File: src/common/uart_pkg.sv
package uart_pkg;

   typedef logic [7:0]  uart_byte_t;  // One character on the line
   typedef logic [3:0]  reg_addr_t;
   typedef logic [31:0] count_t;      // Counters and bit period

   typedef enum logic [1:0] {TX_IDLE, TX_START, TX_DATA, TX_STOP} tx_state_t;
   typedef enum logic [1:0] {RX_IDLE, RX_START, RX_DATA, RX_STOP} rx_state_t;

   // Receiver output toward the top level
   typedef struct packed {
      logic       valid;  // One-cycle pulse per good frame
      logic       brk;    // Held until next confirmed start bit
      uart_byte_t data;
   } rx_event_t;

   // Register map
   localparam reg_addr_t REG_DR              = 4'd0;
   localparam reg_addr_t REG_CTRL            = 4'd1;
   localparam reg_addr_t REG_RSTAT           = 4'd2;
   localparam reg_addr_t REG_TSTAT           = 4'd3;
   localparam reg_addr_t REG_CPB             = 4'd4;
   localparam reg_addr_t REG_QUEUE           = 4'd5;
   localparam reg_addr_t REG_POP             = 4'd6;  // Any write pops the FIFO
   localparam reg_addr_t REG_CHAR_COUNT      = 4'd7;
   localparam reg_addr_t REG_FIFO_WR_COUNT   = 4'd8;
   localparam reg_addr_t REG_FIFO_FULL_COUNT = 4'd9;
   localparam reg_addr_t REG_SCRATCH         = 4'd12; // First of four, 12 to 15

   // Control bits
   localparam int CTRL_RX_EN = 0;
   localparam int CTRL_TX_EN = 1;

   // Receive status bits and fields
   localparam int RSTAT_NOT_EMPTY = 0;
   localparam int RSTAT_BREAK     = 1;
   localparam int RSTAT_FULL      = 2;
   localparam int RSTAT_EMPTY     = 3;
   localparam int RSTAT_HEAD_LSB  = 8;
   localparam int RSTAT_WADDR_LSB = 16;
   localparam int RSTAT_RADDR_LSB = 24;

   // Transmit status
   localparam int TSTAT_TC = 0;  // Transmitter not busy

endpackage

File: src/verilog/sync_fifo.sv
`timescale 1ns/1ps

module sync_fifo
#(
   parameter int WIDTH      = 8,
   parameter int ADDR_WIDTH = 7
)
(
   input  logic                  clk,
   input  logic                  reset,
   input  logic                  wr,
   input  logic                  rd,
   input  logic [WIDTH-1:0]      din,
   output logic [WIDTH-1:0]      dout,
   output logic                  empty,
   output logic                  full,
   output logic [ADDR_WIDTH-1:0] raddr,
   output logic [ADDR_WIDTH-1:0] waddr
);
   localparam int DEPTH = 2 ** ADDR_WIDTH;

   logic [WIDTH-1:0]    mem [DEPTH];
   logic [ADDR_WIDTH:0] wptr;  // MSB is the wrap bit
   logic [ADDR_WIDTH:0] rptr;
   logic                do_wr;
   logic                do_rd;

   assign raddr = rptr[ADDR_WIDTH-1:0];
   assign waddr = wptr[ADDR_WIDTH-1:0];
   assign empty = (wptr == rptr);
   assign full  = (waddr == raddr) & (wptr[ADDR_WIDTH] != rptr[ADDR_WIDTH]);
   assign do_wr = wr & ~full;   // Overflow drops the byte
   assign do_rd = rd & ~empty;
   assign dout  = mem[raddr];   // Head entry

   always_ff @(posedge clk)
   begin
      if (reset)
      begin
         wptr <= '0;
         rptr <= '0;
      end
      else
      begin
         if (do_wr)
            wptr <= wptr + 1'b1;
         if (do_rd)
            rptr <= rptr + 1'b1;
      end
   end

   always_ff @(posedge clk)
   begin
      if (do_wr)
         mem[waddr] <= din;
   end

   a_not_empty_and_full: assert property (
      @(posedge clk) disable iff (reset)
      !(empty && full));

endmodule

File: src/uart/uart_tx.sv
`timescale 1ns/1ps

module uart_tx
(
   input  logic                 clk,
   input  logic                 reset,
   input  logic                 start,
   input  uart_pkg::uart_byte_t data,
   input  uart_pkg::count_t     cycles_per_bit,
   output logic                 busy,
   output logic                 txd
);
   import uart_pkg::*;

   tx_state_t  state;
   count_t     bit_cnt;  // Cycles spent in current bit
   logic [2:0] bit_idx;
   uart_byte_t shift;
   logic       bit_done;

   assign bit_done = (bit_cnt == cycles_per_bit - count_t'(1));
   assign busy     = (state != TX_IDLE);

   always_ff @(posedge clk)
   begin
      if (reset)
      begin
         state   <= TX_IDLE;
         bit_cnt <= '0;
         bit_idx <= '0;
         txd     <= 1'b1;
      end
      else
      begin
         bit_cnt <= bit_done ? '0 : bit_cnt + count_t'(1);
         case (state)
            TX_IDLE:
            begin
               bit_cnt <= '0;
               if (start)
               begin
                  state <= TX_START;
                  txd   <= 1'b0;  // Start bit
               end
            end
            TX_START:
               if (bit_done)
               begin
                  state   <= TX_DATA;
                  bit_idx <= '0;
                  txd     <= shift[0];
               end
            TX_DATA:
               if (bit_done)
               begin
                  if (bit_idx == 3'd7)
                  begin
                     state <= TX_STOP;
                     txd   <= 1'b1;  // Stop bit
                  end
                  else
                  begin
                     bit_idx <= bit_idx + 3'd1;
                     txd     <= shift[0];
                  end
               end
            TX_STOP:
               if (bit_done)
                  state <= TX_IDLE;
            default: state <= TX_IDLE;
         endcase
      end
   end

   // Byte captured while idle, LSB first afterwards
   always_ff @(posedge clk)
   begin
      if (state == TX_IDLE)
         shift <= data;
      else if (bit_done)
         shift <= shift >> 1;
   end

   a_idle_line_high: assert property (
      @(posedge clk) disable iff (reset)
      (state == TX_IDLE) |-> txd);

endmodule

File: src/uart/uart_rx.sv
`timescale 1ns/1ps

module uart_rx
(
   input  logic                clk,
   input  logic                reset,
   input  logic                rxd,
   input  logic                en,
   input  uart_pkg::count_t    cycles_per_bit,
   output uart_pkg::rx_event_t rx,
   output uart_pkg::count_t    char_count
);
   import uart_pkg::*;

   logic       rxd_meta;
   logic       rxd_sync;
   logic       rxd_last;  // For falling edge detection
   rx_state_t  state;
   count_t     cnt;
   logic [2:0] bit_idx;
   uart_byte_t shift;
   logic       valid_q;
   logic       brk_q;
   logic       half_done;
   logic       bit_done;
   logic       fall;

   assign half_done = (cnt == (cycles_per_bit >> 1) - count_t'(1));
   assign bit_done  = (cnt == cycles_per_bit - count_t'(1));
   assign fall      = rxd_last & ~rxd_sync;

   // Two-flop synchronizer, idle line is high
   always_ff @(posedge clk)
   begin
      if (reset)
      begin
         rxd_meta <= 1'b1;
         rxd_sync <= 1'b1;
         rxd_last <= 1'b1;
      end
      else
      begin
         rxd_meta <= rxd;
         rxd_sync <= rxd_meta;
         rxd_last <= rxd_sync;
      end
   end

   always_ff @(posedge clk)
   begin
      if (reset)
      begin
         state      <= RX_IDLE;
         cnt        <= '0;
         bit_idx    <= '0;
         valid_q    <= 1'b0;
         brk_q      <= 1'b0;
         char_count <= '0;
      end
      else
      begin
         valid_q <= 1'b0;
         cnt     <= cnt + count_t'(1);
         if (!en)
         begin
            state <= RX_IDLE;
            cnt   <= '0;
         end
         else
            case (state)
               RX_IDLE:
               begin
                  cnt <= '0;
                  if (fall)
                     state <= RX_START;
               end
               RX_START:
                  if (half_done)  // Middle of start bit
                  begin
                     cnt     <= '0;
                     bit_idx <= '0;
                     if (!rxd_sync)
                     begin
                        state <= RX_DATA;
                        brk_q <= 1'b0;
                     end
                     else
                        state <= RX_IDLE;  // Glitch, not a start
                  end
               RX_DATA:
                  if (bit_done)
                  begin
                     cnt     <= '0;
                     bit_idx <= bit_idx + 3'd1;
                     if (bit_idx == 3'd7)
                        state <= RX_STOP;
                  end
               RX_STOP:
                  if (bit_done)
                  begin
                     state <= RX_IDLE;
                     if (rxd_sync)
                     begin
                        valid_q    <= 1'b1;
                        char_count <= char_count + count_t'(1);
                     end
                     else if (shift == '0)
                        brk_q <= 1'b1;  // Line held low through the frame
                  end
               default: state <= RX_IDLE;
            endcase
      end
   end

   always_ff @(posedge clk)
   begin
      if (state == RX_DATA && bit_done)
         shift <= {rxd_sync, shift[7:1]};  // LSB arrives first
   end

   assign rx = '{valid: valid_q, brk: brk_q, data: shift};

   a_valid_single: assert property (
      @(posedge clk) disable iff (reset)
      rx.valid |=> !rx.valid);

endmodule

File: src/uart/uart.sv
`timescale 1ns/1ps

module uart
#(
   parameter int               WIDTH           = 32,
   parameter int               FIFO_ADDR_WIDTH = 7,
   parameter uart_pkg::count_t RESET_CPB       = 217
)
(
   input  logic                clk,
   input  logic                reset,
   input  logic                cs,
   input  logic                wen,
   input  uart_pkg::reg_addr_t addr,
   input  logic [WIDTH-1:0]    din,
   output logic [WIDTH-1:0]    dout,
   input  logic                RxD,
   output logic                TxD
);
   import uart_pkg::*;

   logic                       wr;
   logic                       scratch_wr;
   logic                       tx_start;
   logic                       tx_busy;
   logic                       fifo_pop;
   logic [WIDTH-1:0]           control;
   count_t                     cycles_per_bit;
   logic [WIDTH-1:0]           scratch [4];
   count_t                     fifo_wr_count;
   count_t                     fifo_full_count;
   count_t                     char_count;
   rx_event_t                  rx;
   uart_byte_t                 fifo_head;
   logic                       fifo_empty;
   logic                       fifo_full;
   logic [FIFO_ADDR_WIDTH-1:0] fifo_raddr;
   logic [FIFO_ADDR_WIDTH-1:0] fifo_waddr;
   logic [WIDTH-1:0]           rstat;
   logic [WIDTH-1:0]           tstat;

   assign wr         = cs & wen;
   assign scratch_wr = wr & (addr[3:2] == REG_SCRATCH[3:2]);
   assign tx_start   = wr & (addr == REG_DR) & control[CTRL_TX_EN];
   assign fifo_pop   = wr & (addr == REG_POP);

   always_ff @(posedge clk)
   begin
      if (reset)
      begin
         control        <= '0;
         cycles_per_bit <= RESET_CPB;
      end
      else if (wr)
      begin
         if (addr == REG_CTRL)
            control <= din;
         if (addr == REG_CPB)
            cycles_per_bit <= count_t'(din);
      end
   end

   // General purpose storage for software
   always_ff @(posedge clk)
   begin
      if (reset)
      begin
         for (int i = 0; i < 4; i++)
            scratch[i] <= '0;
      end
      else if (scratch_wr)
         scratch[addr[1:0]] <= din;
   end

   // Dropped bytes are counted separately from stored ones
   always_ff @(posedge clk)
   begin
      if (reset)
      begin
         fifo_wr_count   <= '0;
         fifo_full_count <= '0;
      end
      else if (rx.valid)
      begin
         if (fifo_full)
            fifo_full_count <= fifo_full_count + count_t'(1);
         else
            fifo_wr_count <= fifo_wr_count + count_t'(1);
      end
   end

   uart_tx u_tx
   (
      .clk            (clk),
      .reset          (reset),
      .start          (tx_start),
      .data           (din[7:0]),
      .cycles_per_bit (cycles_per_bit),
      .busy           (tx_busy),
      .txd            (TxD)
   );

   uart_rx u_rx
   (
      .clk            (clk),
      .reset          (reset),
      .rxd            (RxD),
      .en             (control[CTRL_RX_EN]),
      .cycles_per_bit (cycles_per_bit),
      .rx             (rx),
      .char_count     (char_count)
   );

   sync_fifo
   #(
      .WIDTH      ($bits(uart_byte_t)),
      .ADDR_WIDTH (FIFO_ADDR_WIDTH)
   )
   u_fifo
   (
      .clk   (clk),
      .reset (reset),
      .wr    (rx.valid),  // Receiver pulse goes straight in
      .rd    (fifo_pop),
      .din   (rx.data),
      .dout  (fifo_head),
      .empty (fifo_empty),
      .full  (fifo_full),
      .raddr (fifo_raddr),
      .waddr (fifo_waddr)
   );

   always_comb
   begin
      rstat                  = '0;
      rstat[RSTAT_NOT_EMPTY] = ~fifo_empty;
      rstat[RSTAT_BREAK]     = rx.brk;
      rstat[RSTAT_FULL]      = fifo_full;
      rstat[RSTAT_EMPTY]     = fifo_empty;
      rstat[RSTAT_HEAD_LSB +: $bits(uart_byte_t)] = fifo_head;
      rstat[RSTAT_WADDR_LSB +: FIFO_ADDR_WIDTH]   = fifo_waddr;
      rstat[RSTAT_RADDR_LSB +: FIFO_ADDR_WIDTH]   = fifo_raddr;
   end

   always_comb
   begin
      tstat           = '0;
      tstat[TSTAT_TC] = ~tx_busy;
   end

   // Read mux, no side effects
   always_comb
   begin
      dout = '0;
      case (addr)
         REG_DR, REG_QUEUE:   dout = WIDTH'(fifo_head);
         REG_CTRL:            dout = control;
         REG_RSTAT:           dout = rstat;
         REG_TSTAT:           dout = tstat;
         REG_CPB:             dout = WIDTH'(cycles_per_bit);
         REG_CHAR_COUNT:      dout = WIDTH'(char_count);
         REG_FIFO_WR_COUNT:   dout = WIDTH'(fifo_wr_count);
         REG_FIFO_FULL_COUNT: dout = WIDTH'(fifo_full_count);
         default:
            if (addr[3:2] == REG_SCRATCH[3:2])
               dout = scratch[addr[1:0]];
      endcase
   end

   // A full FIFO must not move its write pointer
   a_no_write_when_full: assert property (
      @(posedge clk) disable iff (reset)
      fifo_full |=> $stable(fifo_waddr));

endmodule

File: config.mk
export PLATFORM = sky130hd
export DESIGN_NAME = uart
export DESIGN_NICKNAME = d
export VERILOG_FILES = /design/src/common/uart_pkg.sv /design/src/verilog/sync_fifo.sv /design/src/uart/uart_tx.sv /design/src/uart/uart_rx.sv /design/src/uart/uart.sv
export SDC_FILE = /design/constraint.sdc
export NUM_CORES = 2
export LEC_CHECK = 0
export BUFFER_PORTS_ARGS = -buffer_cell sky130_fd_sc_hd__buf_2
export CAP_MARGIN = 20
export CORE_MARGIN = 2
export CORE_UTILIZATION = 43
export CTS_CLUSTER_SIZE = 8
export DETAILED_ROUTE_END_ITERATION = 10
export SETUP_SLACK_MARGIN = 0.05
export SLEW_MARGIN = 15
export SYNTH_ARGS = -nofsm -noshare
export SYNTH_HDL_FRONTEND = slang
export SYNTH_SLANG_ARGS = --single-unit
File: constraint.sdc
create_clock -name clk -period 3.8 [get_ports clk]
set_input_delay 0.19 -clock clk [delete_from_list [all_inputs] [get_ports clk]]
set_output_delay 0.19 -clock clk [all_outputs]
set_load 0.05 [all_outputs]
==> results.json <==
{
  "fp.dieH_um": 383,
  "synth_flop_cell": "edfxtp_1",
  "final_nets": 4452,
  "grt_pass1_vias": 36700,
  "cts_root_buffer": "clkbuf_16",
  "worst_pin_slew_ns": 1.09,
  "gp_congestion": 0.922,
  "dpl_cell_area_um2": 65900,
  "fin_cells": 6362,
  "fin_area_um2": 72700,
  "slew_headroom_pct": 27.6,
  "p_total_mw": 33.5,
  "tns_ns": -6.14,
  "io_pins": 74,
  "num_vias": 37400,
  "syn_nets": 4109,
  "violations": "negative setup slack",
  "drc": 0,
  "critPathMaxFanout": 8,
  "place_inst": 6025,
  "port-buffer-count": 73,
  "grt_start_max_net_pins": 204,
  "post-route-util_pct": 51.2,
  "cts_tree": "built",
  "end_kind": "output port",
  "ys_ff_latch": 1431,
  "p_leak_nw": 23.6,
  "initial_core_util_pct": 43.4,
  "power_density_nw_per_um2": 461,
  "fin_worst_skew_ns": 0.0563,
  "required_ns": 3.61,
  "clk_path_buf_depth": 3,
  "synth_edf_count": 1168,
  "hp-class": "input port to flip-flop",
  "fmax_mhz": 237,
  "slew_violations": 0,
  "grt-ovfl-total": 0,
  "drive_gt1_share_pct": 24.3,
  "layout_common_cells": "edfxtp_1, nor2_1, mux4_2, nand2_1, buf_4",
  "cp-start-kind": "flip-flop",
  "drt-wirelength-per-cell_um": 26.8,
  "cpLargestDelayFamily": "multiplexers",
  "die_area_um2": 146000,
  "wirelength_mm": 171,
  "synthesis.area_um2": 61600,
  "hold_viol_final": 0,
  "rsz0062_at_grt": "yes",
  "slowest_delay_ns": 0.61,
  "path_buf_inv": 5,
  "htree_levels": 4,
  "drtPass1Iterations": 8,
  "drt-initial-drc-count": 4402,
  "synthDistinctLibCells": 91,
  "antenna_found_initial": 6,
  "critPathKind": "flip-flop to output port",
  "whs_ns": 0.0938,
  "ir_drop_uv": 476,
  "grt_usage_pct": 23.1,
  "placementRows": 138,
  "fillers": 11700,
  "die_w_um": 383,
  "min_period_ns": 4.22,
  "finalWorstSetupSlack_ns": -0.419,
  "cp_slowest_cell": "mux4_2",
  "viasPerCell": 5.88,
  "synth.avg_cell_area_um2": 15.2,
  "area.growth.synth_to_final_pct": 17.9,
  "max_cap_viol_count": 0,
  "postRouteAntennaNets": 0,
  "final_common_cell": "edfxtp_1",
  "clk_pin_slew_ns": 0.05,
  "place_hpwl_mm": 111,
  "pre_cts_slack_ns": -0.0203,
  "outcome": "complete, but fails checks",
  "clock-sinks": 1431,
  "clkLatencyLatePin_ns": 0.83,
  "cp_cell_sequence": "buf_12, buf_12, buf_16, mux4_2, mux4_2, mux4_2, mux2i_2, buf_4, o21ai_2, buf_6",
  "setup_viol": 16,
  "syn-instance-count": 4051,
  "async_reset_ff_share_pct": 0,
  "yosys_warnings": 0,
  "grt_first_pass_wirelength_mm": 249,
  "arrival_ns": 4.03,
  "crit_path_frequent_cell": "mux4_2",
  "core_um2": 142000,
  "min_period_over_period_pct": 111,
  "ys_seq_area_share_pct": 65.4,
  "numCtsBuffers": 197
}
==> routing by layer <==
layer	global-route usage (%)	wire length (µm)	part of all wire (%)	vias up
li1	-	-	-	16300
met1	33.7	73600	43	19200
met2	35.6	79500	47	1601
met3	4.48	14200	8.3	206
met4	5.96	3490	2.0	0
met5	0	0	0	-
==> cell families (layout without fill, tap and decap cells) <==
group           after synthesis  in the layout  share of synthesized area, %
xor+xnor                    264            264                          3.91
flops                      1431           1431                          65.4
buf+inv                     330            750                          2.10
fa+ha+maj                    17             17                         0.345
other cells                   0              1                             0
simple gates               1254           1254                          10.0
mux                         417            417                          14.3
compound gates              338            338                          3.87
==> final timing paths <==
check / from / to / slack, ns / cells after the start
min reg2reg: u_rx.rxd_meta / u_rx.rxd_sync / 0.42 / 1
max: flip-flop / dout[10] / -0.42 / 10
min: addr[0] / scratch[3][2] / 0.09 / 3
max reg2reg: cycles_per_bit[2] / u_rx.cnt[11] / 0.10 / 16
==> cells in the mapped netlist, types with 41 or more instances <==
cell type	n	area (µm²)
nand3_1	114	571
buf_1	58	218
dfxtp_1	263	5270
mux4_2	368	8290
nand4_1	54	338
nor2_1	387	1450
xor2_1	122	1070
nand2_1	319	1200
nor2b_1	41	257
edfxtp_1	1168	35100
o21ai_0	44	220
xnor2_1	135	1180
inv_1	53	199
a21oi_1	100	500
nor3_1	68	340
clkbuf_1	198	743
and3_1	82	513
==> power breakdown <==
part | total [mW] | switching (mW) | internal, mW
combinational | 0.712 | 0.475 | 0.237
sequential | 16.9 | 0.0317 | 16.9
clock | 15.9 | 6.43 | 9.45
total | 33.5 | 6.94 | 26.5
==> state kept, by name, summed over array words and instances (netlist names), 32 cells and up, named ones only <==
| signal | count |
|---|---|
| u_rx.char_count | 32 |
| control | 32 |
| cycles_per_bit | 32 |
| fifo_wr_count | 32 |
| u_fifo.mem | 1024 |
| fifo_full_count | 32 |
| u_tx.bit_cnt | 32 |
| u_rx.cnt | 32 |
| scratch | 128 |
==> cell type report <==
class / instances / area [µm²] / area share [%]
diodes: 1 / 2.50 / 0.00344
clock buffers: 260 / 5180 / 7.12
clock inverters: 16 / 330 / 0.455
inverters: 53 / 199 / 0.274
multi-input cells: 2290 / 20300 / 28.0
flip-flops and latches: 1431 / 40400 / 55.5
well taps: 1890 / 2360 / 3.25
repair buffers: 421 / 3920 / 5.39
==> worst register-to-register path: stages (launching register included) <==
cell and delay (ns):
dfxtp_1 0.38, inv_1 0.09, ha_2 0.22, nor4b_4 0.24, nand4_1 0.23, buf_4 0.24
nor4_2 0.29, buf_4 0.19, mux2_2 0.32, mux2i_1 0.13, a21o_1 0.30, nand4_1 0.13
buf_4 0.19, a22oi_2 0.17, buf_4 0.18, clkbuf_16 0.19, nor3_1 0.07
==> timing repair <==
action / CTS / global route
buffers inserted: 8 / 9
endpoints found under the hold margin: 205 / 0
hold buffers: 36 / 0
pin swaps: 2 / 11
endpoints found under the setup margin: 58 / 91
gates cloned: 9 / 3
gates resized for setup: 90 / 31
Power figures use the tool's default switching activity.
